--- src/source/mem_params.svh ---
// Memory subsystem parameters
// Clock rate, memory size, peripheral addresses and PWM width
`ifndef MEM_PARAMS_SVH
`define MEM_PARAMS_SVH

// System clock rate in Hz, used to derive the timer prescales
`define MEM_CLK_FREQ_HZ 12000000

// Data memory size in bytes, starting at address zero
`define MEM_DMEM_BYTES 4096

// Peripheral word addresses at the top of the address space
`define MEM_LED_ADDR    32'hFFFF_FFFC
`define MEM_MILLIS_ADDR 32'hFFFF_FFF8
`define MEM_MICROS_ADDR 32'hFFFF_FFF4

// Width of a duty value and of the PWM counter
`define MEM_PWM_BITS 8

`endif

--- src/source/mem_pkg.sv ---
// Memory subsystem types
// Bus vector types, RV32I width code and the handshake states
`default_nettype none

package mem_pkg;

    typedef logic [31:0] word_t;
    typedef logic [15:0] half_t;
    typedef logic [7:0]  byte_t;
    typedef logic [7:0]  duty_t;

    // RV32I load/store width code
    // Bit 1 selects a word, else bit 0 selects half-word over byte,
    // and bit 2 marks an unsigned load
    typedef logic [2:0] funct3_t;

    // One enable per byte lane, lane 0 is the least significant byte
    typedef logic [3:0] byte_en_t;

    // Word index into the 4 KiB data memory
    typedef logic [9:0] ram_addr_t;

    // Four-phase handshake controller states
    typedef enum logic [1:0] {
        BUS_IDLE,
        BUS_ACCESS,
        BUS_RESPOND,
        BUS_HOLD
    } bus_state_e;

endpackage

`default_nettype wire

--- src/source/mem_port_if.sv ---
// Fixed-latency target port between the bus decoder and one target
// A one-cycle strobe writes enabled lanes and reads the addressed word
`timescale 1ns/1ps
`default_nettype none

interface mem_port_if;
    import mem_pkg::*;

    logic      strobe;
    logic      we;
    byte_en_t  byte_en;
    ram_addr_t word_addr;
    word_t     wdata;
    word_t     rdata;

    modport initiator (
        output strobe,
        output we,
        output byte_en,
        output word_addr,
        output wdata,
        input  rdata
    );

    modport target (
        input  strobe,
        input  we,
        input  byte_en,
        input  word_addr,
        input  wdata,
        output rdata
    );

endinterface

`default_nettype wire

--- src/source/pwm_led_bank.sv ---
// LED duty register with four PWM outputs
// Blue, green, red and user LED duties sit in byte lanes 0 to 3
`timescale 1ns/1ps
`default_nettype none

`include "mem_params.svh"

module pwm_led_bank (
    input  wire logic  clk,
    input  wire logic  rst,
    mem_port_if.target port,
    output logic       led,
    output logic       red,
    output logic       green,
    output logic       blue
);
    import mem_pkg::*;

    word_t                   duty_q;
    logic [`MEM_PWM_BITS-1:0] pwm_cnt;

    always_ff @(posedge clk) begin
        if (rst) begin
            duty_q <= '0;
        end else if (port.strobe && port.we) begin
            for (int lane = 0; lane < 4; lane++) begin
                if (port.byte_en[lane]) begin
                    duty_q[8*lane +: 8] <= port.wdata[8*lane +: 8];
                end
            end
        end
    end

    assign port.rdata = duty_q;

    // Free-running counter shared by all four comparators
    always_ff @(posedge clk) begin
        if (rst) begin
            pwm_cnt <= '0;
        end else begin
            pwm_cnt <= pwm_cnt + 1'b1;
        end
    end

    assign blue  = pwm_cnt < duty_t'(duty_q[7:0]);
    assign green = pwm_cnt < duty_t'(duty_q[15:8]);
    assign red   = pwm_cnt < duty_t'(duty_q[23:16]);
    assign led   = pwm_cnt < duty_t'(duty_q[31:24]);

endmodule

`default_nettype wire

--- src/flat_wrapper.sv ---
// flat-port wrapper written by rule: the top's interface ports become plain ports
module pwm_led_bank_flat import mem_pkg::*;
  (clk, rst, led, red, green, blue, port_strobe, port_we, port_byte_en, port_word_addr, port_wdata, port_rdata);
  mem_port_if port_i ();
  input  wire logic clk;
  input  wire logic rst;
  output logic led;
  output logic red;
  output logic green;
  output logic blue;
  input wire logic [$bits(port_i.strobe)-1:0] port_strobe;
  input wire logic [$bits(port_i.we)-1:0] port_we;
  input wire logic [$bits(port_i.byte_en)-1:0] port_byte_en;
  input wire logic [$bits(port_i.word_addr)-1:0] port_word_addr;
  input wire logic [$bits(port_i.wdata)-1:0] port_wdata;
  output wire logic [$bits(port_i.rdata)-1:0] port_rdata;
  assign port_i.strobe = port_strobe;
  assign port_i.we = port_we;
  assign port_i.byte_en = port_byte_en;
  assign port_i.word_addr = port_word_addr;
  assign port_i.wdata = port_wdata;
  assign port_rdata = port_i.rdata;
  pwm_led_bank u_core (.clk(clk), .rst(rst), .port(port_i), .led(led), .red(red), .green(green), .blue(blue));
endmodule
--- config.mk ---
export PLATFORM = sky130hd
export DESIGN_NAME = pwm_led_bank_flat
export DESIGN_NICKNAME = d
export VERILOG_FILES = /design/src/source/mem_pkg.sv /design/src/source/mem_port_if.sv /design/src/source/pwm_led_bank.sv /design/src/flat_wrapper.sv
export VERILOG_INCLUDE_DIRS = /design/src /design/src/source
export SDC_FILE = /design/constraint.sdc
export NUM_CORES = 1
export LEC_CHECK = 0
export BUFFER_PORTS_ARGS = -buffer_cell sky130_fd_sc_hd__buf_2
export CAP_MARGIN = 20
export CORE_MARGIN = 2
export CORE_UTILIZATION = 48
export DETAILED_ROUTE_END_ITERATION = 8
export GPL_TIMING_DRIVEN = 1
export PLACE_DENSITY = 0.87
export SLEW_MARGIN = 20
export SYNTH_ARGS = -nofsm -noshare
export SYNTH_HDL_FRONTEND = slang
export SYNTH_SLANG_ARGS = --single-unit
export TNS_END_PERCENT = 1
--- constraint.sdc ---
create_clock -name clk -period 2 [get_ports clk]
set_clock_uncertainty 0.15 [all_clocks]
set_input_delay 0.4 -clock clk [delete_from_list [all_inputs] [get_ports clk]]
set_output_delay 0.4 -clock clk [all_outputs]
set_load 0.1 [all_outputs]
; After elaboration in Yosys (flattened, before gate mapping)
; Index checks and enable logic that the tools add are counted.
; Widths: inputs -> output; s select.
[totals]
inputBits = 50
out_inout_bits = 36
elab_cells = 15
register_bits = 40
[classes]
n_reduce_logical = 5
n_addsub = 1
order_cmp = 4
[ops]
columns = operator, n
row1 = $lt 8x8->1, 4
row2 = $add 8x1->8 const B, 1
row3 = $reduce_and 2->1, 4
row4 = $logic_and 1x1->1, 1

; Logic depth before layout (Yosys ltp)
[logic_depth]
depth_word = 2
depth_mapped = 5
mapped_depth_nobuf = 5

; Worst setup path after synthesis
; Ideal clock, no wire load.
[synth_timing]
kind = register -> output
start = register u_core.duty_q[7] (netlist: u_core.port.rdata[7])
end = output port blue
arrival_time_ns = 3.094
path_slack_ns = -1.644
n_path_buf = 0
required_ns = 1.450
path_stages_with_launch = 6
cell_sequence = dfxtp_1 -> inv_1 -> ha_1 -> a21oi_1 -> o211ai_1 -> a21oi_1
[synth_via]
elab_chain_len = 1
[synth_lines]
columns = item, line_no
row1 = "start, declared", pwm_led_bank.sv:19  ; word_t duty_q;
row2 = "start signal, assigned by index", pwm_led_bank.sv:28  ; duty_q[8*lane +: 8] <= port.wdata[8*lane +: 8];
row3 = $lt 8x8->1, pwm_led_bank.sv:45  ; assign blue = pwm_cnt < duty_t'(duty_q[7:0]);
row4 = "end, declared", flat_wrapper.sv:10  ; output logic blue;
; Every way passes these cells.

; Final worst setup path
[layout_timing]
start = register u_core.pwm_cnt[3]
end = output port green
[layout_via]
elab_chain_len = 1
[layout_lines]
columns = item, line_no
row1 = "start, declared", pwm_led_bank.sv:20  ; logic [`MEM_PWM_BITS-1:0] pwm_cnt;
row2 = "start signal, assigned", pwm_led_bank.sv:41  ; pwm_cnt <= pwm_cnt + 1'b1;
row3 = $lt 8x8->1, pwm_led_bank.sv:46  ; assign green = pwm_cnt < duty_t'(duty_q[15:8]);
row4 = "end, declared", flat_wrapper.sv:9  ; output logic green;
; Every way passes these cells.

==> results.txt <==
Status -> finished, violations left
Failing checks -> setup timing
Post-DP HPWL -> 3810 um
R2R Path Start -> u_core.pwm_cnt[0]
Crit end category -> output port
Yosys top cell by area -> dfxtp_1
CP peak stage delay -> 0.42 ns
Drt pass-1 iters -> 4
Cell count after placement -> 376
Most common cell after layout, fill and taps aside -> buf_2
Max VDD drop -> 0.573 mV
Yosys cell types -> 23
Yosys warnings -> 0
Area Growth Syn to Fin -> 56.8%
Pint -> 1330 uW
Drt via density -> 5.32
P_sw -> 811 uW
Power consumption -> 2140 uW
Crit start category -> register
CTS Root Cell -> clkbuf_8
Synthesized flop and latch total -> 40
Top cells by area, synth -> dfxtp_1 37%, ha_1 17%, mux2i_1 15%
Initial antenna violation count -> 0
# DRC -> 0
Final worst setup slack -> -0.266 ns
Lkg Pwr -> 0.00167 uW
Hold Crit Start -> port_wdata[6]
Final nets -> 414
Worst hold slack -> 0.179 ns
Clk_lat worst skew -> 0.29 ns
# port buffers -> 75
Starting Density -> 0.495
TritonCTS Sinks -> 40
Total clock buffers created by CTS -> 5
Layout cells sized above 1 -> 0.592
CTS tree -> yes
Global route total overflow -> 0
P per Cell Area -> 637 mW/mm^2
Post-Syn Area per Cell -> 9.00 sq um
Logic pwr share -> 0.351
Total Die Area -> 0.00501 sq mm
Max-slew headroom -> 0.669
Most frequent cells in the layout -> 71 x buf_2, 39 x nor2_1, 32 x mux2i_1, 32 x dfxtp_4
Clock Pin Slew Worst Setup and Hold Paths -> 0.08 ns
MaxCap Viol Count -> 0
Reg-to-reg endpoint -> u_core.pwm_cnt[6]
M2 GR Usage -> 0.378
Post-synthesis cell area -> 0.00214 sq mm
Syn_nets -> 317
Multi-input logic area -> 0.00157 sq mm
Crit share post-route -> 1.13
Num rows -> 24
GPL Wtd Cong -> 0.740
Clock network fraction of total power -> 0.262
Setup Total Neg Slack -> -0.906 ns
Min Tclk post-route -> 2.27 ns
Vias in the first global route -> 1936
Post-DR wirelength/cell -> 14.6 um
Max-slew violations -> 0
CP Cell Sequence -> ha_1, a21o_1, a221oi_2, o21a_4, buf_12
Global-route wire length before repair -> 8550 um
Slew @ Worst Pin -> 0.499 ns
Slowest-stage cell, CP -> dfxtp_1
Setup violations, final -> 4
Register area -> 927 sq um
Worst path required time -> 1.45 ns
H-tree depth -> 2
Kind of critical path -> register to output port
Mapped Cells -> 238
Die Width -> 70.8 um
Core Footprint -> 0.00432 sq mm
Pre-CTS WS -> 0.0191 ns
Worst hold endpoint -> u_core.port.rdata[6]
R2r setup slk -> 0.36 ns
I/O pin cnt -> 86
Routed Antenna Nets -> 0
All-Layer GR Usage -> 0.212
Sequential share of power -> 0.387
Via Count -> 2063
Met3 GRT Util -> 0.0313
Hold crit path type -> primary input to register
DRT Wirelength -> 5670 um
Post-synthesis sequential area ratio -> 0.374
Initial DRC count -> 95
Crit path from -> u_core.pwm_cnt[3]
RSZ-0062 raised after global routing -> yes
Antenna cell count -> 0
Worst Reg2Reg Path Length in Cells -> 4
Crit path max fanout -> 6
Fin. Hold Viols -> 0
Hold-critical path depth -> 3
Fill cells -> 274
Crit path DAT -> 1.72 ns
Largest net degree at the start of global routing -> 41
Met1 usage -> 0.263
Max Fclk -> 441 MHz
Sw Share -> 0.379
GR peak layer -> met2
DIE HEIGHT -> 70.8 um
Non-filler instance count after layout -> 388
Yosys top cell area share -> 0.374
Hold bufs inserted after CTS -> 0
Longest Clk Path Bufs -> 2
==> synth_stat cells <==
master    count
nand3_2       5
o21a_1        1
nor2_1       39
a31oi_1       1
a21oi_1      15
ha_1         29
nand4_1       1
mux2i_1      32
a221oi_1      1
nand3_1      10
nand2b_1      1
or3_1         3
a21o_1        3
nor2b_1       4
clkbuf_1      4
and3_1        1
inv_1        28
xor2_1        2
dfxtp_1      40
o21ai_0       6
nand2_1       8
xnor2_1       1
o211ai_1      3
==> routing by layer <==
metal,vias to the layer above,part of all wire
met3,14,0.052
met2,73,0.51
li1,1012,-
met1,964,0.42
met4,0,0.019
met5,-,0
==> metrics by stage <==
| stage | utilization | instance area [sq um] |
|---|---|---|
| floorplan | - | 2550 |
| finish | 0.777 | 3360 |
| global placement | 0.727 | 3140 |
| detailed placement | 0.727 | 3140 |
| global route | 0.777 | 3360 |
| CTS | 0.767 | 3320 |
==> area by class of cell <==
| type | count | share of cell area |
|---|---|---|
| Sequential cell | 40 | 0.276 |
| Inverter | 28 | 0.0313 |
| Tap cell | 52 | 0.0194 |
| Clock inverter | 2 | 0.00298 |
| Multi-Input combinational cell | 166 | 0.466 |
| Clock buffer | 6 | 0.0246 |
| Timing Repair Buffer | 94 | 0.180 |
==> critical path: cells and delay by family, from the launching register on <==
| family | cells | cell delay, ns |
|---|---|---|
| adder cells (fa/ha/maj) | 1 | 0.24 |
| AO/OA/AOI/OAI | 3 | 0.59 |
| buffers and inverters | 1 | 0.16 |
| flip-flops | 1 | 0.42 |
==> worst max-delay path by stage <==
stage	end	slack, ns	cells past startpoint
after floorplan	red	-0.16	5
after global placement	led	0.02	6
after detailed placement	red	0.02	6
after CTS	blue	-0.26	6
after global routing	green	-0.32	6
final	green	-0.27	5
==> timing repair <==
| item | 4_1_cts | 5_1_grt |
|---|---|---|
| pin swaps | 8 | 10 |
| resized for setup | 17 | 8 |
| setup endpoints to repair | 4 | 4 |
| buffers inserted | 3 | 1 |
==> power by group through the flow <==
stage | logic, uW | registers [uW] | clock network (uW)
2_1_floorplan | 357 | 1010 | 0
3_3_place_gp | 714 | 850 | 0
3_5_place_dp | 725 | 851 | 0
4_1_cts | 739 | 827 | 569
5_1_grt | 786 | 831 | 597
6_report | 751 | 827 | 561
==> sequential cells by signal, indices dropped and copies added (netlist names) <==
signal / count
u_core.port.rdata: 32
u_core.pwm_cnt: 8
==> logic make-up (layout without fill, tap and decap cells) <==
family | Yosys count | count (layout) | synth area share
buffers and inverters | 32 | 130 | 0.0561
muxes | 32 | 32 | 0.150
AOI/OAI and AO/OA | 30 | 30 | 0.0806
and+or+nand+nor | 72 | 72 | 0.158
adders and majority gates | 29 | 29 | 0.169
DFF | 40 | 40 | 0.374
xor gates and xnor gates | 3 | 3 | 0.0123
No activity file was read; power rests on OpenSTA's default activity.
