### src/source/mem_params.svh
// Memory subsystem parameters
// Clock rate, memory size, peripheral addresses and PWM width
`ifndef MEM_PARAMS_SVH
`define MEM_PARAMS_SVH

// System clock rate in Hz, used to derive the timer prescales
`define MEM_CLK_FREQ_HZ 12000000

// Data memory size in bytes, starting at address zero
`define MEM_DMEM_BYTES 4096

// Peripheral word addresses at the top of the address space
`define MEM_LED_ADDR    32'hFFFF_FFFC
`define MEM_MILLIS_ADDR 32'hFFFF_FFF8
`define MEM_MICROS_ADDR 32'hFFFF_FFF4

// Width of a duty value and of the PWM counter
`define MEM_PWM_BITS 8

`endif

### src/source/mem_pkg.sv
// Memory subsystem types
// Bus vector types, RV32I width code and the handshake states
`default_nettype none

package mem_pkg;

    typedef logic [31:0] word_t;
    typedef logic [15:0] half_t;
    typedef logic [7:0]  byte_t;
    typedef logic [7:0]  duty_t;

    // RV32I load/store width code
    // Bit 1 selects a word, else bit 0 selects half-word over byte,
    // and bit 2 marks an unsigned load
    typedef logic [2:0] funct3_t;

    // One enable per byte lane, lane 0 is the least significant byte
    typedef logic [3:0] byte_en_t;

    // Word index into the 4 KiB data memory
    typedef logic [9:0] ram_addr_t;

    // Four-phase handshake controller states
    typedef enum logic [1:0] {
        BUS_IDLE,
        BUS_ACCESS,
        BUS_RESPOND,
        BUS_HOLD
    } bus_state_e;

endpackage

`default_nettype wire

### src/source/tick_timer.sv
// Prescaled elapsed-time counter
// Counts up once every TICKS_PER_COUNT clocks, wrapping at 2^32
`timescale 1ns/1ps
`default_nettype none

module tick_timer #(
    parameter int unsigned TICKS_PER_COUNT = 12
) (
    input  wire logic      clk,
    input  wire logic      rst,
    output mem_pkg::word_t count
);
    import mem_pkg::*;

    // Keep at least one prescaler bit when the count runs every cycle
    localparam int PRE_W = (TICKS_PER_COUNT > 1) ? $clog2(TICKS_PER_COUNT) : 1;

    logic [PRE_W-1:0] prescale;

    always_ff @(posedge clk) begin
        if (rst) begin
            prescale <= '0;
            count    <= '0;
        end else if (prescale == PRE_W'(TICKS_PER_COUNT - 1)) begin
            prescale <= '0;
            count    <= count + 1'b1;
        end else begin
            prescale <= prescale + 1'b1;
        end
    end

endmodule

`default_nettype wire
### config.mk
export PLATFORM = sky130hd
export DESIGN_NAME = tick_timer
export DESIGN_NICKNAME = d
export VERILOG_FILES = /design/src/source/mem_params.svh /design/src/source/mem_pkg.sv /design/src/source/tick_timer.sv
export SDC_FILE = /design/constraint.sdc
export NUM_CORES = 1
export LEC_CHECK = 0
export BUFFER_PORTS_ARGS = -buffer_cell sky130_fd_sc_hd__buf_2
export CORE_UTILIZATION = 45
export DETAILED_ROUTE_END_ITERATION = 7
export PLACE_DENSITY = 0.67
export SYNTH_ARGS = -nofsm -noshare
export SYNTH_HDL_FRONTEND = slang
export SYNTH_SLANG_ARGS = --single-unit
export TNS_END_PERCENT = 20
### constraint.sdc
create_clock -name clk -period 2.5 [get_ports clk]
set_input_delay 0.25 -clock clk [delete_from_list [all_inputs] [get_ports clk]]
set_output_delay 0.25 -clock clk [all_outputs]
set_load 0.02 [all_outputs]
# Yosys cells after proc, flatten, opt, wreduce, memory -nomap -nowiden
# Index checks and enable logic that the tools add are counted.
dict set report word_totals {
  elab_cells 6
  reg_bits 36
  out_inout_bits 32
  input_bits 2
}
dict set report op_classes {
  n_eq_ne 1
  n_reduce_logical 1
  addsub 2
}
# op count
set ops {}
lappend ops {{$add 32x1->32 const B} 1}
lappend ops {{$add 4x1->4 const B} 1}
lappend ops {{$eq 4x4->1 const B} 1}
lappend ops {{$reduce_or 2->1} 1}

# Longest topological paths before layout
# Gate-level depths: netlist (run 1).
dict set report logic_depth {
  word_depth 2
  depth_mapped 7
  depth_no_buf 5
}

# Worst setup path after synthesis (run 1)
# No wires, ideal clock.
dict set report synth_path {
  path_kind {register -> register}
  startpoint {register count[5]}
  endpoint {register count[23]}
  setup_time_ns 0.070
  path_stages_with_launch 7
  required_time_ns 2.430
  n_path_buf 2
  synth_period_minus_slack_ns 2.089
  arrival_time_ns 2.019
  setup_slack_ns 0.411
  cell_sequence {dfxtp_1 > nand4_2 > buf_6 > or4_1 > buf_2 > or4_1 > a21oi_1}
}
dict set report synth_via {
  elab_chain_len 1
}
# item line_no
set synth_rtl {}
lappend synth_rtl {{start, declared} tick_timer.sv:11} ;# output mem_pkg::word_t count
lappend synth_rtl {{start signal, assigned} tick_timer.sv:26} ;# count <= count + 1'b1;
lappend synth_rtl {{$add 32x1->32} tick_timer.sv:26}
# No other way between the ends.
# A chain may end at the register's enable or synchronous reset.

# Final worst setup path (run 1)
dict set report layout_path {
  startpoint {register count[5]}
  endpoint {register count[31]}
}
# The elaborated chain is that of the path after synthesis.

==> metrics, run 1 <==
Final #Nets between 200 and 250; CTS tree yes; DRT Wirelength between 3 and 4 mm; WP data arrival between 2 and 3 ns; Power Dens Cells around 500 mW/mm^2; Final GP Congestion between 0.7 and 0.8; worst min-delay path class reg2reg; Ant. Diodes 0; Final setup viols 0; average cell area after synthesis around 8.6 sq um; Root Buffer clkbuf_8; asr flop ratio synth 0%; postcts setup bufs 0; final period utilization approximately nine tenths; number of synthesized flops with an enable pin 0; CTS clk-pin slew, worst paths around 0.07 ns; Detailed Route Iter0 Violations 95; die area around 0.004 sq mm; Total GRT Usage a little under a fifth; clock sink total 36; grt ovf 0; sequential fraction of the synthesis area 42.14%; hold_ws around 0.46 ns; YS warnings 0; fin cells approximately 280; clk buf depth 2; final setup TNS 0 ns; crit-path max cell delay 0.82 ns; Worst Setup End Kind register; first-pass GRT wire length around 6.2 mm; Horiz. Die Dim approximately 64 um; status finished, final reports clean; RSZ-0062 raised after global routing false; Initial Util a little under half; count of cell types in the netlist 28; antenna-violating nets left 0; Final Hold Fails 0; CTS Buf Count 5; Syn Std Cell Area roughly 0.0017 sq mm; number of global-route vias before repair about 1400; Final Cell Area a little under 0.002 sq mm; vias around 1600; Clock Skew slightly above 0.006 ns; Required @ worst endpoint around 2.7 ns; Synth Flop Type dfxtp_1; Max-slew headroom 56.04%; type of element launching the critical path register; Core ar. roughly 0.0037 sq mm; # Max-Cap Violations 0; Rows 22; Crit path max-delay family simple AND/OR/NAND/NOR gates; HPWL after detailed placement about 2.4 mm; Post-synth top cells 36 x dfxtp_1, 22 x a21oi_1, 19 x or4_1, 17 x o31ai_1, 14 x nor2_1; largest net degree at the start of global routing 37; I/O Pins 34; setup ws final just over 0.2 ns; synth-to-layout area growth 15.14%; layout cells sized above 1 19.65%; Slew Limit Fails 0; pre-CTS setup slack 0.2136 ns; Worst-Margin Slew about 0.66 ns; Synth Register Bits 36; Synth top area share between 40% and 50%; crit-path max FO 16; Residual DRC 0; Crit Path Category reg2reg; Inst Count DP 270; Layout fillers between 300 and 400; Synthesized Nets 203; Die H around 64 um; leakage between 0.0006 and 0.0007 uW; clk_lat worst skew around 0.28 ns; H-tree depth 2; top cell type by total area after synthesis dfxtp_1; most numerous cell in the Yosys netlist dfxtp_1; peak supply drop roughly 0.00030 V; post-CTS sizing 0; Tmin final around 2.3 ns; Wirelength per Cell between 10 and 15 um; DR vias/cell 5.736; largest cells by area after synthesis dfxtp_1 42%, or4_1 8.3%, o31ai_1 7.5%, a21oi_1 6.4%, xnor2_1 4.1%; most frequent CP cell or4_1; Peak Freq approximately 440 MHz; Hold Buf Count CTS 0; initial antenna violation count 0; Post-DP Area roughly 0.0019 sq mm; crit path cell chain nand4_2, or4_1, or4_1, a21oi_1; IO buf count 33; Bufs and invs on worst path 0; drt first pass iters 4; Crit-path slowest cell or4_1; post-synthesis cell count 199
==> cells in the final DEF, fill, tap and decap left out <==
cell type	n
or4_1	19
clkbuf_1	1
buf_4	3
o21ai_0	2
nor2_1	14
nand4_1	8
clkinv_2	1
ha_1	2
nand4_2	1
buf_2	33
inv_1	5
or3b_1	1
nor3b_1	1
xor2_1	4
o31ai_1	17
and4_1	5
nand2b_1	1
nor4_1	4
xnor2_1	8
dfxtp_1	36
clkbuf_8	5
nand3_1	13
and2_1	1
or2_2	2
a21oi_1	22
nand2_1	12
nand3b_1	1
nor3_1	4
and3b_1	1
or3_1	2
==> cells by family after synthesis <==
logic type	synth area share (%)
xor gates and xnor gates	6.145
DFF	42.14
adders and majority gates	1.463
AOI/OAI and AO/OA	14.48
buffers and inverters	4.974
and+or+nand+nor	30.80
==> per-layer routing <==
layer  wire length, um  GRT usage, %  part of all wire, %
met1              1907         26.89                   52
met2              1555         27.66                   43
met3               163         4.891                  4.5
met4                23         7.102                 0.63
met5                 0             0                    0
==> report_power, final <==
group	switching [uW]	leakage [uW]	internal, uW
combinational	12.0	0.000363	5.26
clock	202	0.0000410	190
sequential	2.84	0.000290	577
total	216	0.000694	772
==> stage by stage <==
stage | total power [uW] | util, %
6_report | 988.5 | 53.79
5_1_grt | 1023 | 53.79
4_1_cts | 999.9 | 53.79
3_5_place_dp | 611.0 | 51.67
3_3_place_gp | 610.8 | 51.67
2_1_floorplan | 607.2 | -
==> cell type report <==
cell class | count | area (sq um) | area share, %
clock buffer | 6 | 72.57 | 3.685
clock inverter | 1 | 5.005 | 0.2541
inverter | 5 | 18.77 | 0.9530
multi-input combinational | 145 | 904.6 | 45.93
sequential | 36 | 720.7 | 36.59
tap | 48 | 60.06 | 3.050
timing repair buffer | 36 | 187.7 | 9.530
==> flip-flops by register name, summed over array words and instances (netlist names) <==
signal,flops
count,32
prescale,4
==> final timing paths <==
check	endpoint	startpoint	slack (ns)	cells past startpoint
worst max-delay path	count[31]	count[5]	0.20	4
worst min-delay path	prescale[0]	prescale[0]	0.46	1
worst min register to register	prescale[0]	prescale[0]	0.46	1
worst max register to register	count[31]	count[5]	0.20	4
No activity file was read; power rests on OpenSTA's default activity.
==> run 2, diff against run 1 <==
--- a/config.mk
+++ b/config.mk
@@ -6,9 +6,9 @@
 export NUM_CORES = 1
 export LEC_CHECK = 0
 export BUFFER_PORTS_ARGS = -buffer_cell sky130_fd_sc_hd__buf_2
-export CORE_UTILIZATION = 45
+export CORE_UTILIZATION = 50
 export DETAILED_ROUTE_END_ITERATION = 7
-export PLACE_DENSITY = 0.67
+export PLACE_DENSITY = 0.74
 export SYNTH_ARGS = -nofsm -noshare
 export SYNTH_HDL_FRONTEND = slang
 export SYNTH_SLANG_ARGS = --single-unit
==> metrics, run 2 (same netlist as run 1, synthesis figures left out) <==
status finished, final reports clean; Metal-1 WL approximately 1.8 mm; first-pass GRT wire length ~6.3 mm; WP data arrival approximately 2.5 ns; most common cell after layout, fill and taps aside dfxtp_1; layout cells sized above 1 between 20% and 30%; max layer used met4; most flop-heavy register count; FF-to-FF Start count[4]; DRT Wirelength ~3.8 mm; # Max-Cap Violations 0; Worst-Margin Slew 0.6306 ns; Final #Nets approximately 230; antenna-violating nets left 0; Layout fillers about 290; RSZ-0062 raised after global routing false; beginning of the critical path count[4]; final setup TNS 0 ns; Horiz. Die Dim between 60 and 70 um; grt ovf 0; Post-DP Area roughly 0.0019 sq mm; clock sink total 36; I/O Pins 34; max reg flops 32; Residual DRC 0; Root Buffer clkbuf_4; routed length on met3 about 170 um; Worst Setup End Kind register; Required @ worst endpoint about 2.8 ns; clk_lat worst skew between 0.3 and 0.4 ns; Final setup viols 0; H-tree depth 2; Crit Path Category reg2reg; pre-CTS setup slack between 0.3 and 0.4 ns; CTS clk-pin slew, worst paths approximately 0.10 ns; worst min-delay path class in2reg; metal2 WL about 1.8 mm; Die H 60.49 um; post-CTS sizing 0; Top Registers count (32), prescale (4); initial antenna violation count 0; Final GP Congestion 0.8088; final period utilization between 80% and 90%; Initial Util a little over half; Final Cell Area 0.001974 sq mm; vias ~1700; Hold Buf Count CTS 0; power after layout roughly 1100 uW; hold_ws approximately 0.40 ns; most frequent cells in the layout 36 x dfxtp_1, 33 x buf_2, 22 x a21oi_1; Wirelength per Cell between 10 and 15 um; Ant. Diodes 0; CTS tree yes; Tmin final around 2.2 ns; Clock Skew approximately 0.0087 ns; leakage between 0.0006 and 0.0007 uW; largest net degree at the start of global routing 37; Final Hold Fails 0; drt first pass iters 4; die area 0.003658 sq mm; HPWL after detailed placement 2.604 mm; synth-to-layout area growth 15.44%; Core ar. between 0.003 and 0.004 sq mm; type of element launching the critical path register; number of global-route vias before repair approximately 1500; CTS Buf Count 5; Slew Limit Fails 0; Rows 20; Max-slew headroom between 50 and 60%; min-delay src rst; setup ws final 0.3135 ns; Power Dens Cells approximately 540 mW/mm^2; clk buf depth 2; peak supply drop between 0.0003 and 0.0004 V; Peak Freq between 400 and 500 MHz; crit-path max FO 18; Detailed Route Iter0 Violations 97; DR vias/cell about 6.1; IO buf count 33; postcts setup bufs 0; Total GRT Usage 23.16%
run 2: report_power, final:
group / switching, uW / total [uW] / internal, uW / leakage (uW)
logic: 11.9 / 17.2 / 5.32 / 0.000356
registers: 2.85 / 580 / 577 / 0.000290
clock network: 195 / 461 / 265 / 0.0000515
total: 210 / 1060 / 848 / 0.000698
run 2: stage by stage:
step / std cells / util (%)
floorplan: 199 / -
global placement: 265 / 59.60
detailed placement: 265 / 59.60
CTS: 273 / 62.62
global route: 273 / 62.62
finish: 273 / 62.62
run 2: critical path, stage by stage (launching register included):
cell,delay [ns]
dfxtp_1,0.46
nand4_2,0.16
or4_1,0.78
or4_1,0.56
a21oi_1,0.15
run 2: layer usage:
metal,track usage (%),vias up
met5,0,-
met4,12.99,0
met3,4.904,6
met2,36.11,40
met1,29.85,805
li1,-,805
run 2: path summary, 6_finish.rpt:
path / end / slack, ns / depth (start not counted)
max: count[22] / 0.31 / 4
min: count[7] / 0.40 / 2
max reg2reg: count[22] / 0.31 / 4
min reg2reg: prescale[0] / 0.47 / 1
run 2: cell type report:
class,instances,area [sq um],share of cell area (%)
timing repair buffer,35,180.2,9.126
tap,44,55.05,2.788
clock buffer,7,65.06,3.295
multi-input combinational,145,904.6,45.82
sequential,36,720.7,36.50
inverter,5,18.77,0.9506
clock inverter,1,30.03,1.521
