**src/source/mem_params.svh**
```systemverilog
// Memory subsystem parameters
// Clock rate, memory size, peripheral addresses and PWM width
`ifndef MEM_PARAMS_SVH
`define MEM_PARAMS_SVH

// System clock rate in Hz, used to derive the timer prescales
`define MEM_CLK_FREQ_HZ 12000000

// Data memory size in bytes, starting at address zero
`define MEM_DMEM_BYTES 4096

// Peripheral word addresses at the top of the address space
`define MEM_LED_ADDR    32'hFFFF_FFFC
`define MEM_MILLIS_ADDR 32'hFFFF_FFF8
`define MEM_MICROS_ADDR 32'hFFFF_FFF4

// Width of a duty value and of the PWM counter
`define MEM_PWM_BITS 8

`endif

```
**src/source/mem_pkg.sv**
```systemverilog
// Memory subsystem types
// Bus vector types, RV32I width code and the handshake states
`default_nettype none

package mem_pkg;

    typedef logic [31:0] word_t;
    typedef logic [15:0] half_t;
    typedef logic [7:0]  byte_t;
    typedef logic [7:0]  duty_t;

    // RV32I load/store width code
    // Bit 1 selects a word, else bit 0 selects half-word over byte,
    // and bit 2 marks an unsigned load
    typedef logic [2:0] funct3_t;

    // One enable per byte lane, lane 0 is the least significant byte
    typedef logic [3:0] byte_en_t;

    // Word index into the 4 KiB data memory
    typedef logic [9:0] ram_addr_t;

    // Four-phase handshake controller states
    typedef enum logic [1:0] {
        BUS_IDLE,
        BUS_ACCESS,
        BUS_RESPOND,
        BUS_HOLD
    } bus_state_e;

endpackage

`default_nettype wire

```
**src/source/mem_port_if.sv**
```systemverilog
// Fixed-latency target port between the bus decoder and one target
// A one-cycle strobe writes enabled lanes and reads the addressed word
`timescale 1ns/1ps
`default_nettype none

interface mem_port_if;
    import mem_pkg::*;

    logic      strobe;
    logic      we;
    byte_en_t  byte_en;
    ram_addr_t word_addr;
    word_t     wdata;
    word_t     rdata;

    modport initiator (
        output strobe,
        output we,
        output byte_en,
        output word_addr,
        output wdata,
        input  rdata
    );

    modport target (
        input  strobe,
        input  we,
        input  byte_en,
        input  word_addr,
        input  wdata,
        output rdata
    );

endinterface

`default_nettype wire

```
**src/source/bus_decoder.sv**
```systemverilog
// Bus decoder with four-phase req/ack handshake
// Captures a request, strobes the selected target and returns aligned read data
`timescale 1ns/1ps
`default_nettype none

`include "mem_params.svh"

module bus_decoder (
    input  wire logic             clk,
    input  wire logic             rst,
    input  wire logic             req,
    input  wire logic             we,
    input  wire mem_pkg::funct3_t funct3,
    input  wire mem_pkg::word_t   addr,
    input  wire mem_pkg::word_t   wdata,
    output logic                  ack,
    output mem_pkg::word_t        rdata,
    mem_port_if.initiator         ram_port,
    mem_port_if.initiator         led_port,
    input  wire mem_pkg::word_t   millis,
    input  wire mem_pkg::word_t   micros
);
    import mem_pkg::*;

    bus_state_e state;

    // Request fields held from capture until the response
    logic       we_q;
    funct3_t    funct3_q;
    logic [1:0] offset_q;
    ram_addr_t  word_addr_q;
    word_t      wdata_q;
    logic       sel_ram_q;
    logic       sel_led_q;
    logic       sel_millis_q;
    logic       sel_micros_q;
    word_t      timer_q;

    logic       sel_ram;
    logic       sel_led;
    logic       sel_millis;
    logic       sel_micros;
    byte_en_t   byte_en;
    word_t      lane_data;
    word_t      raw_word;
    word_t      load_word;

    // Region decode on the live address, used only on the capturing edge
    assign sel_ram    = (addr < word_t'(`MEM_DMEM_BYTES));
    assign sel_led    = ({addr[31:2], 2'b00} == `MEM_LED_ADDR);
    assign sel_millis = ({addr[31:2], 2'b00} == `MEM_MILLIS_ADDR);
    assign sel_micros = ({addr[31:2], 2'b00} == `MEM_MICROS_ADDR);

    always_ff @(posedge clk) begin
        if (rst) begin
            state <= BUS_IDLE;
            ack   <= 1'b0;
            rdata <= '0;
        end else begin
            case (state)
                BUS_IDLE: begin
                    if (req) begin
                        state <= BUS_ACCESS;
                    end
                end
                BUS_ACCESS: begin
                    state <= BUS_RESPOND;
                end
                BUS_RESPOND: begin
                    state <= BUS_HOLD;
                    ack   <= 1'b1;
                    rdata <= we_q ? '0 : load_word;
                end
                BUS_HOLD: begin
                    // Hold ack until the host lets go of req
                    if (!req) begin
                        state <= BUS_IDLE;
                        ack   <= 1'b0;
                    end
                end
                default: begin
                    state <= BUS_IDLE;
                end
            endcase
        end
    end

    always_ff @(posedge clk) begin
        if (state == BUS_IDLE && req) begin
            we_q         <= we;
            funct3_q     <= funct3;
            offset_q     <= addr[1:0];
            word_addr_q  <= addr[11:2];
            wdata_q      <= wdata;
            sel_ram_q    <= sel_ram;
            sel_led_q    <= sel_led;
            sel_millis_q <= sel_millis;
            sel_micros_q <= sel_micros;
        end
        // Sample the running timer once per access
        if (state == BUS_ACCESS) begin
            timer_q <= sel_millis_q ? millis : micros;
        end
    end

    store_align u_store_align (
        .funct3    (funct3_q),
        .offset    (offset_q),
        .wdata     (wdata_q),
        .byte_en   (byte_en),
        .lane_data (lane_data)
    );

    assign ram_port.strobe    = (state == BUS_ACCESS) && sel_ram_q;
    assign ram_port.we        = we_q;
    assign ram_port.byte_en   = byte_en;
    assign ram_port.word_addr = word_addr_q;
    assign ram_port.wdata     = lane_data;

    assign led_port.strobe    = (state == BUS_ACCESS) && sel_led_q;
    assign led_port.we        = we_q;
    assign led_port.byte_en   = byte_en;
    assign led_port.word_addr = word_addr_q;
    assign led_port.wdata     = lane_data;

    // Unmapped regions read as zero, which stays zero after alignment
    always_comb begin
        if (sel_ram_q) begin
            raw_word = ram_port.rdata;
        end else if (sel_led_q) begin
            raw_word = led_port.rdata;
        end else if (sel_millis_q || sel_micros_q) begin
            raw_word = timer_q;
        end else begin
            raw_word = '0;
        end
    end

    load_align u_load_align (
        .funct3 (funct3_q),
        .offset (offset_q),
        .raw    (raw_word),
        .result (load_word)
    );

endmodule

`default_nettype wire

```
**src/source/load_align.sv**
```systemverilog
// Load alignment for word, half-word and byte loads
// Selects the addressed half or lane and sign- or zero-extends it
`timescale 1ns/1ps
`default_nettype none

module load_align (
    input  wire mem_pkg::funct3_t funct3,
    input  wire logic [1:0]       offset,
    input  wire mem_pkg::word_t   raw,
    output mem_pkg::word_t        result
);
    import mem_pkg::*;

    half_t half_sel;
    byte_t byte_sel;
    logic  zero_ext;

    assign zero_ext = funct3[2];
    assign half_sel = offset[1] ? raw[31:16] : raw[15:0];

    always_comb begin
        case (offset)
            2'd0:    byte_sel = raw[7:0];
            2'd1:    byte_sel = raw[15:8];
            2'd2:    byte_sel = raw[23:16];
            default: byte_sel = raw[31:24];
        endcase
    end

    always_comb begin
        if (funct3[1]) begin
            result = raw;
        end else if (funct3[0]) begin
            result = {{16{half_sel[15] & ~zero_ext}}, half_sel};
        end else begin
            result = {{24{byte_sel[7] & ~zero_ext}}, byte_sel};
        end
    end

endmodule

`default_nettype wire

```
**src/source/store_align.sv**
```systemverilog
// Store alignment for word, half-word and byte stores
// Produces byte-lane enables and places the store data on its lanes
`timescale 1ns/1ps
`default_nettype none

module store_align (
    input  wire mem_pkg::funct3_t funct3,
    input  wire logic [1:0]       offset,
    input  wire mem_pkg::word_t   wdata,
    output mem_pkg::byte_en_t     byte_en,
    output mem_pkg::word_t        lane_data
);
    import mem_pkg::*;

    always_comb begin
        if (funct3[1]) begin
            byte_en   = 4'b1111;
            lane_data = wdata;
        end else if (funct3[0]) begin
            // Half-word goes to the lower or upper pair of lanes
            byte_en   = offset[1] ? 4'b1100 : 4'b0011;
            lane_data = {wdata[15:0], wdata[15:0]};
        end else begin
            byte_en   = byte_en_t'(4'b0001 << offset);
            lane_data = {4{wdata[7:0]}};
        end
    end

endmodule

`default_nettype wire

```
**src/flat_wrapper.sv**
```systemverilog
// flat-port wrapper written by rule: the top's interface ports become plain ports
module bus_decoder_flat import mem_pkg::*;
  (clk, rst, req, we, funct3, addr, wdata, ack, rdata, millis, micros, ram_port_strobe, ram_port_we, ram_port_byte_en, ram_port_word_addr, ram_port_wdata, ram_port_rdata, led_port_strobe, led_port_we, led_port_byte_en, led_port_word_addr, led_port_wdata, led_port_rdata);
  mem_port_if ram_port_i ();
  mem_port_if led_port_i ();
  input  wire logic clk;
  input  wire logic rst;
  input  wire logic req;
  input  wire logic we;
  input  wire mem_pkg::funct3_t funct3;
  input  wire mem_pkg::word_t addr;
  input  wire mem_pkg::word_t wdata;
  output logic ack;
  output mem_pkg::word_t rdata;
  input  wire mem_pkg::word_t millis;
  input  wire mem_pkg::word_t micros;
  output wire logic [$bits(ram_port_i.strobe)-1:0] ram_port_strobe;
  output wire logic [$bits(ram_port_i.we)-1:0] ram_port_we;
  output wire logic [$bits(ram_port_i.byte_en)-1:0] ram_port_byte_en;
  output wire logic [$bits(ram_port_i.word_addr)-1:0] ram_port_word_addr;
  output wire logic [$bits(ram_port_i.wdata)-1:0] ram_port_wdata;
  input wire logic [$bits(ram_port_i.rdata)-1:0] ram_port_rdata;
  output wire logic [$bits(led_port_i.strobe)-1:0] led_port_strobe;
  output wire logic [$bits(led_port_i.we)-1:0] led_port_we;
  output wire logic [$bits(led_port_i.byte_en)-1:0] led_port_byte_en;
  output wire logic [$bits(led_port_i.word_addr)-1:0] led_port_word_addr;
  output wire logic [$bits(led_port_i.wdata)-1:0] led_port_wdata;
  input wire logic [$bits(led_port_i.rdata)-1:0] led_port_rdata;
  assign ram_port_strobe = ram_port_i.strobe;
  assign ram_port_we = ram_port_i.we;
  assign ram_port_byte_en = ram_port_i.byte_en;
  assign ram_port_word_addr = ram_port_i.word_addr;
  assign ram_port_wdata = ram_port_i.wdata;
  assign ram_port_i.rdata = ram_port_rdata;
  assign led_port_strobe = led_port_i.strobe;
  assign led_port_we = led_port_i.we;
  assign led_port_byte_en = led_port_i.byte_en;
  assign led_port_word_addr = led_port_i.word_addr;
  assign led_port_wdata = led_port_i.wdata;
  assign led_port_i.rdata = led_port_rdata;
  bus_decoder u_core (.clk(clk), .rst(rst), .req(req), .we(we), .funct3(funct3), .addr(addr), .wdata(wdata), .ack(ack), .rdata(rdata), .ram_port(ram_port_i), .led_port(led_port_i), .millis(millis), .micros(micros));
endmodule
```
**config.mk**
```make
export PLATFORM = sky130hd
export DESIGN_NAME = bus_decoder_flat
export DESIGN_NICKNAME = d
export VERILOG_FILES = /design/src/source/mem_pkg.sv /design/src/source/mem_port_if.sv /design/src/source/bus_decoder.sv /design/src/source/load_align.sv /design/src/source/store_align.sv /design/src/flat_wrapper.sv
export VERILOG_INCLUDE_DIRS = /design/src /design/src/source
export SDC_FILE = /design/constraint.sdc
export NUM_CORES = 1
export LEC_CHECK = 0
export ABC_AREA = 1
export BUFFER_PORTS_ARGS = -buffer_cell sky130_fd_sc_hd__buf_2
export CAP_MARGIN = 5
export CORE_UTILIZATION = 40
export CTS_BUF_LIST = sky130_fd_sc_hd__clkbuf_2 sky130_fd_sc_hd__clkbuf_4 sky130_fd_sc_hd__clkbuf_8
export DETAILED_ROUTE_END_ITERATION = 12
export HOLD_SLACK_MARGIN = 0.15
export PLACE_DENSITY_LB_ADDON = 0.08
export REMOVE_ABC_BUFFERS = 1
export SLEW_MARGIN = 20
export SYNTH_ARGS = -nofsm -noshare
export SYNTH_HDL_FRONTEND = slang
export SYNTH_SLANG_ARGS = --single-unit
export TNS_END_PERCENT = 100
```
**constraint.sdc**
```tcl
create_clock -name clk -period 2.7 [get_ports clk]
set_input_delay 0 -clock clk [delete_from_list [all_inputs] [get_ports clk]]
set_output_delay 0 -clock clk [all_outputs]
set_load 0.005 [all_outputs]
```
# == Word-level counts from Yosys, hierarchy flattened ==
# Cells that the tools add are included.
# totals
wordCells,56
output_inout_bits,129
ram_bits,0
memories,0
mem_bits_ro,0
regBits,119
inputBits,199
latch_bits,0
# classes
n_mul,0
bitwise,3
muxes,19
eq_ne,10
n_lt_le_gt_ge,1
n_shift,1
n_reduce_logical,9
div_mod_pow,0
add_sub_neg,0
# op_table
op,count
2-to-1 mux 32 bit,9
== test 30 bit (second input constant),3
less-than comparator 32 x 13 -> 1 bit (second input constant),1
case mux 8 bit (3 select lines),1
2-to-1 mux 16 bit,1
2-to-1 mux 4 bit,3
case mux 2 bit (4 select lines),1
== test 2 bit (second input constant),3
== test 2 x 1 -> 1 bit (second input constant),2
zero test 2 bit,2
2-to-1 mux 2 bit,2
!= test 2 bit (second input constant),2
AND reduction 2 bit,2
<< shifter 1 x 2 -> 4 bit (first input constant),1
logical AND 1 bit,3
bitwise AND 1 bit,2
case mux 1 bit (2 select lines),1
nonzero test 2 bit,1
logical OR 1 bit,1
2-to-1 mux 1 bit,1
NOT 1 bit,1

# == Logic depth before layout (Yosys ltp) ==
# depth
depth_word,9
mapped_depth,14
depth_no_buf,12

# == Cells and area by module ==
# Synthesis repeated with hierarchy kept, for this count alone.
# unflattened
hier_cells,807
area_unflattened_um2,6852.8
# modules_own_cells
module,seq_area_each_um2,cells_per_inst,n_inst,area_each_um2
bus_decoder,3223.1,550,1,5640.4
load_align,0.0,146,1,693.2
store_align,0.0,111,1,519.2

# == Worst setup path before layout ==
# No wires, ideal clock.
# synth_path
kind,register to register
startpoint,register u_core.state[0]
endpoint,"register u_core.funct3_q[0], enable pin"
arrival_time_ps,1641
stages_incl_launch_ff,5
slack_ps,653
setup_ps,406
cell_sequence,dfxtp_1 -> inv_1 -> ha_1 -> nand2_1 -> inv_1
# synth_via
elab_chain_len,2
# synth_rtl
item,line,text
from (decl),bus_decoder.sv:25,bus_state_e state;
from (signal assigned),bus_decoder.sv:56,state <= BUS_IDLE;
from (signal assigned),bus_decoder.sv:63,state <= BUS_ACCESS;
from (signal assigned),bus_decoder.sv:67,state <= BUS_RESPOND;
zero test 2 bit,bus_decoder.sv:89,if (state == BUS_IDLE && req) begin
logical AND 1 bit,bus_decoder.sv:89,
to (signal assigned),bus_decoder.sv:91,funct3_q <= funct3;
to (decl),bus_decoder.sv:29,funct3_t funct3_q;
# Every way passes these cells.
# A chain may end at the register's enable or synchronous reset.

# == Worst setup path after layout ==
# layout_path
startpoint,input addr[16]
endpoint,"register u_core.sel_millis_q, data pin"
# layout_via
elab_chain_len,1
# layout_rtl
item,line,text
from (decl),flat_wrapper.sv:11,input wire mem_pkg::word_t addr;
== test 30 bit (no source line),--,
net u_core.sel_millis,bus_decoder.sv:41,logic sel_millis;
to (signal assigned),bus_decoder.sv:97,sel_millis_q <= sel_millis;
to (decl),bus_decoder.sv:35,logic sel_millis_q;
# The timed path passes the listed nets, and every way through them passes these cells.

==> reports/metrics.yaml <==
min_path:
  hp-class: "primary input to flip-flop"
  holdPathStages: 7
  hold_start: "ram_port_rdata[9]"
  whs_endpoint: "u_core.rdata[9]"
synthesis:
  yosysWarnings: 0
  synthTopCellsByArea: "edfxtp_1 38%, nand2_1 17%, dfxtp_1 11%"
  async_flop_share_pct: 0
  synth_top_flop_cell: "edfxtp_1"
  synth_area_mm2: 0.00662
  netlist-cell-type-count: 36
  yosysTopAreaCell: "edfxtp_1"
  synth_top_area_share_pct: 38.1
  yosysMostFrequentCell: "nand2_1"
  ys_ff_latch: 119
  synthCells: 809
  ys_seq_area_share_pct: 48.7
  syn_avg_cell_area_um2: 8.18
  synth_common_cells: "292 x nand2_1, 84 x edfxtp_1, 73 x a21oi_1"
  synth_edf_count: 84
floorplan:
  rows: 46
  ios: 328
  dieWidth_um: 131
  dieHeight_um: 131
  start_util_pct: 41.3
  core_mm2: 0.0160
  die-area_mm2: 0.0171
placed_design:
  place.gp.congestion: 0.892
  dp.cells: 1269
  io_buffers: 327
  hpwlAfterDp_um: 15200
  place_area_mm2: 0.00801
  place_ws_ns: 0.693
worst_setup_path:
  crit_type: "primary input to flip-flop"
  end_kind: "flip-flop"
  reg2reg_depth: 10
  ff2ff_setup_slack_ns: 0.44
  cp_num_buf_inv: 5
  critical-path-top-delay-family: "buffers and inverters"
  crit_fanout: 3
  cp.arrival_ns: 2.91
  worstReg2RegStart: "u_core.sel_millis_q"
  worst-endpoint-required_ns: 2.94
  slowest_stage: "dlygate4sd3_1"
  worst_r2r_endpoint: "u_core.rdata[6]"
  slowest_delay_ns: 0.62
  path_common_cell: "dlygate4sd3_1"
  path_cells: "dlygate4sd3_1 > buf_2 > nand2_1 > dlygate4sd3_1 > nor3_1 > dlygate4sd3_1 > nand2_1 > dlygate4sd3_1 > nor3_1"
  critPathLaunchType: "primary input"
pwr:
  switching_share_pct: 30.9
  ir_drop_mv: 0.318
  p_leak_uw: 0.00461
  internal-power_uw: 3890
  seqPwrFrac_pct: 41.1
  comb_power_share_pct: 29.4
  switchingPower_uw: 1740
  power_frac_clock_pct: 29.5
  power_density_mw_per_mm2: 571
cts:
  cts_tree: "done"
  cts_htree_levels: 4
  clockBufferDepth: 2
  cts.sinks: 119
  cts_root_buffer: "clkbuf_8"
  worstSkewPairLatency_ns: 0.44
  clk_pin_slew_ns: 0.07
  cts_buffers: 17
timing:
  slew_viol_final: 0
  fin_tns_setup_ns: 0
  tightestPinTransition_ns: 0.874
  max_slew_margin_pct: 41.7
  rsz0062_at_grt: "true"
  finalWorstSetupSlack_ns: 0.0302
  setup_viol: 0
  final.min_clock_period_ns: 2.67
  fin_worst_skew_ns: 0.00734
  hold_viol: 0
  fin_crit_sh_pct: 98.9
  max_freq_mhz: 375
grt:
  grt_use_total_pct: 25.0
  grt_max_degree: 53
  grt_pass1_vias: 6592
  grt_pass1_wl_um: 32200
  antenna_found_initial: 6
  globalRouteOverflowTotal: 0
route:
  dr.pass1.iters: 5
  post-route-drc-count: 0
  ant_nets: 0
  vias: 6886
  post_drt_wl_per_cell_um: 14.7
  drt_iter0_markers: 373
  wl_um: 21300
  routed_via_density: 4.76
final_layout:
  regArea_mm2: 0.00322
  fin_area_mm2: 0.00986
  area_growth_pct: 49.0
  final_cells: 1448
  drive_above_1_share_pct: 33.9
  fill_cells: 1512
  final_util_pct: 61.6
  nNetsFinal: 1419
  multi_input_comb_area_mm2: 0.00263
outcome:
  run_status: "completed"
run:
  maxCapViolCount: 0
-- registers in the layout, summed over array words and instances, names as in the netlist, 2 cells and up --
signal	flops
u_core.timer_q	32
u_core.led_port.word_addr	10
u_core.wdata_q	32
u_core.funct3_q	3
u_core.offset_q	2
u_core.state	2
u_core.rdata	32
-- cell families (layout without fill, tap and decap cells) --
kind of cell | Yosys count | after routing | share of synthesized area [%]
buf+inv | 134 | 553 | 11.7
fa+ha+maj | 5 | 5 | 0.946
other cells | 0 | 4 | 0
flops | 119 | 119 | 48.7
simple gates | 405 | 405 | 26.3
compound gates | 146 | 146 | 12.3
-- stage by stage --
stage,total power (uW),hold WS [ns]
floorplan,3100,0.0624
global placement,3780,0.177
detailed placement,3790,0.178
CTS,5650,0.158
global route,5970,0.222
finish,5630,0.184
-- power by group through the flow --
stage | Clock, uW | Sequential (uW) | Combinational (uW)
floorplan | 0 | 2390 | 712
global placement | 0 | 2350 | 1430
detailed placement | 0 | 2350 | 1440
CTS | 1690 | 2310 | 1650
global route | 1770 | 2330 | 1860
finish | 1660 | 2310 | 1660
-- routing by layer --
layer  GRT usage (%)  vias to the layer above  wire [um]
li1                -                     3452          -
met1            31.1                     3139       8970
met2            41.4                      258      10500
met3            6.15                       35       1400
met4            10.8                        2        479
met5               0                        -         13
-- worst register-to-register path, delay by kind of cell (launching register included) --
kind,cells,cell delay [ns]
buf+inv,2,0.85
simple gates,4,0.53
flops,1,0.43
compound gates,4,0.39
-- worst max path at each step --
stage,startpoint,end,slack (ns),cells after the start
final,addr[16],u_core.sel_millis_q,0.03,9
after global routing,addr[16],u_core.sel_millis_q,-0.08,9
after CTS,addr[16],u_core.sel_micros_q,0.09,9
after detailed placement,u_core.sel_millis_q,u_core.rdata[21],0.69,12
after global placement,u_core.sel_led_q,u_core.rdata[21],0.75,12
after floorplan,u_core.sel_millis_q,u_core.rdata[16],0.37,12
-- placed cells by master (no fill, tap or decap), drive strengths merged --
cell type and n:
dfxtp 35, edfxtp 84, nand3 38, ha 5, nor4 5, diode 4
a211oi 2, nand4 6, nor3b 1, nor2 41, bufinv 3, or2 9
nor3 6, nand3b 1, buf 340, inv 38, or3 1, a21oi 83
a22oi 13, dlygate4sd3 143, o21ai 48, clkinvlp 2, clkinv 5, nand2 297
clkbuf 22
-- layout make-up --
class,count,share of cell area [%]
Antenna cell,4,0.102
Clock buffer,22,2.75
Clock inverter,10,1.31
Inverter,38,1.47
Multi-Input combinational cell,556,26.7
Sequential cell,119,32.7
Tap cell,216,2.74
Timing Repair Buffer,483,32.2
-- repair_timing --
item                                   4_1_cts  5_1_grt
setup endpoints to repair                    0        3
endpoints found under the hold margin      119        0
hold buffers                               143        0
setup buffers                                0        0
gates resized for setup                      0        2
No activity file was read; power rests on OpenSTA's default activity.
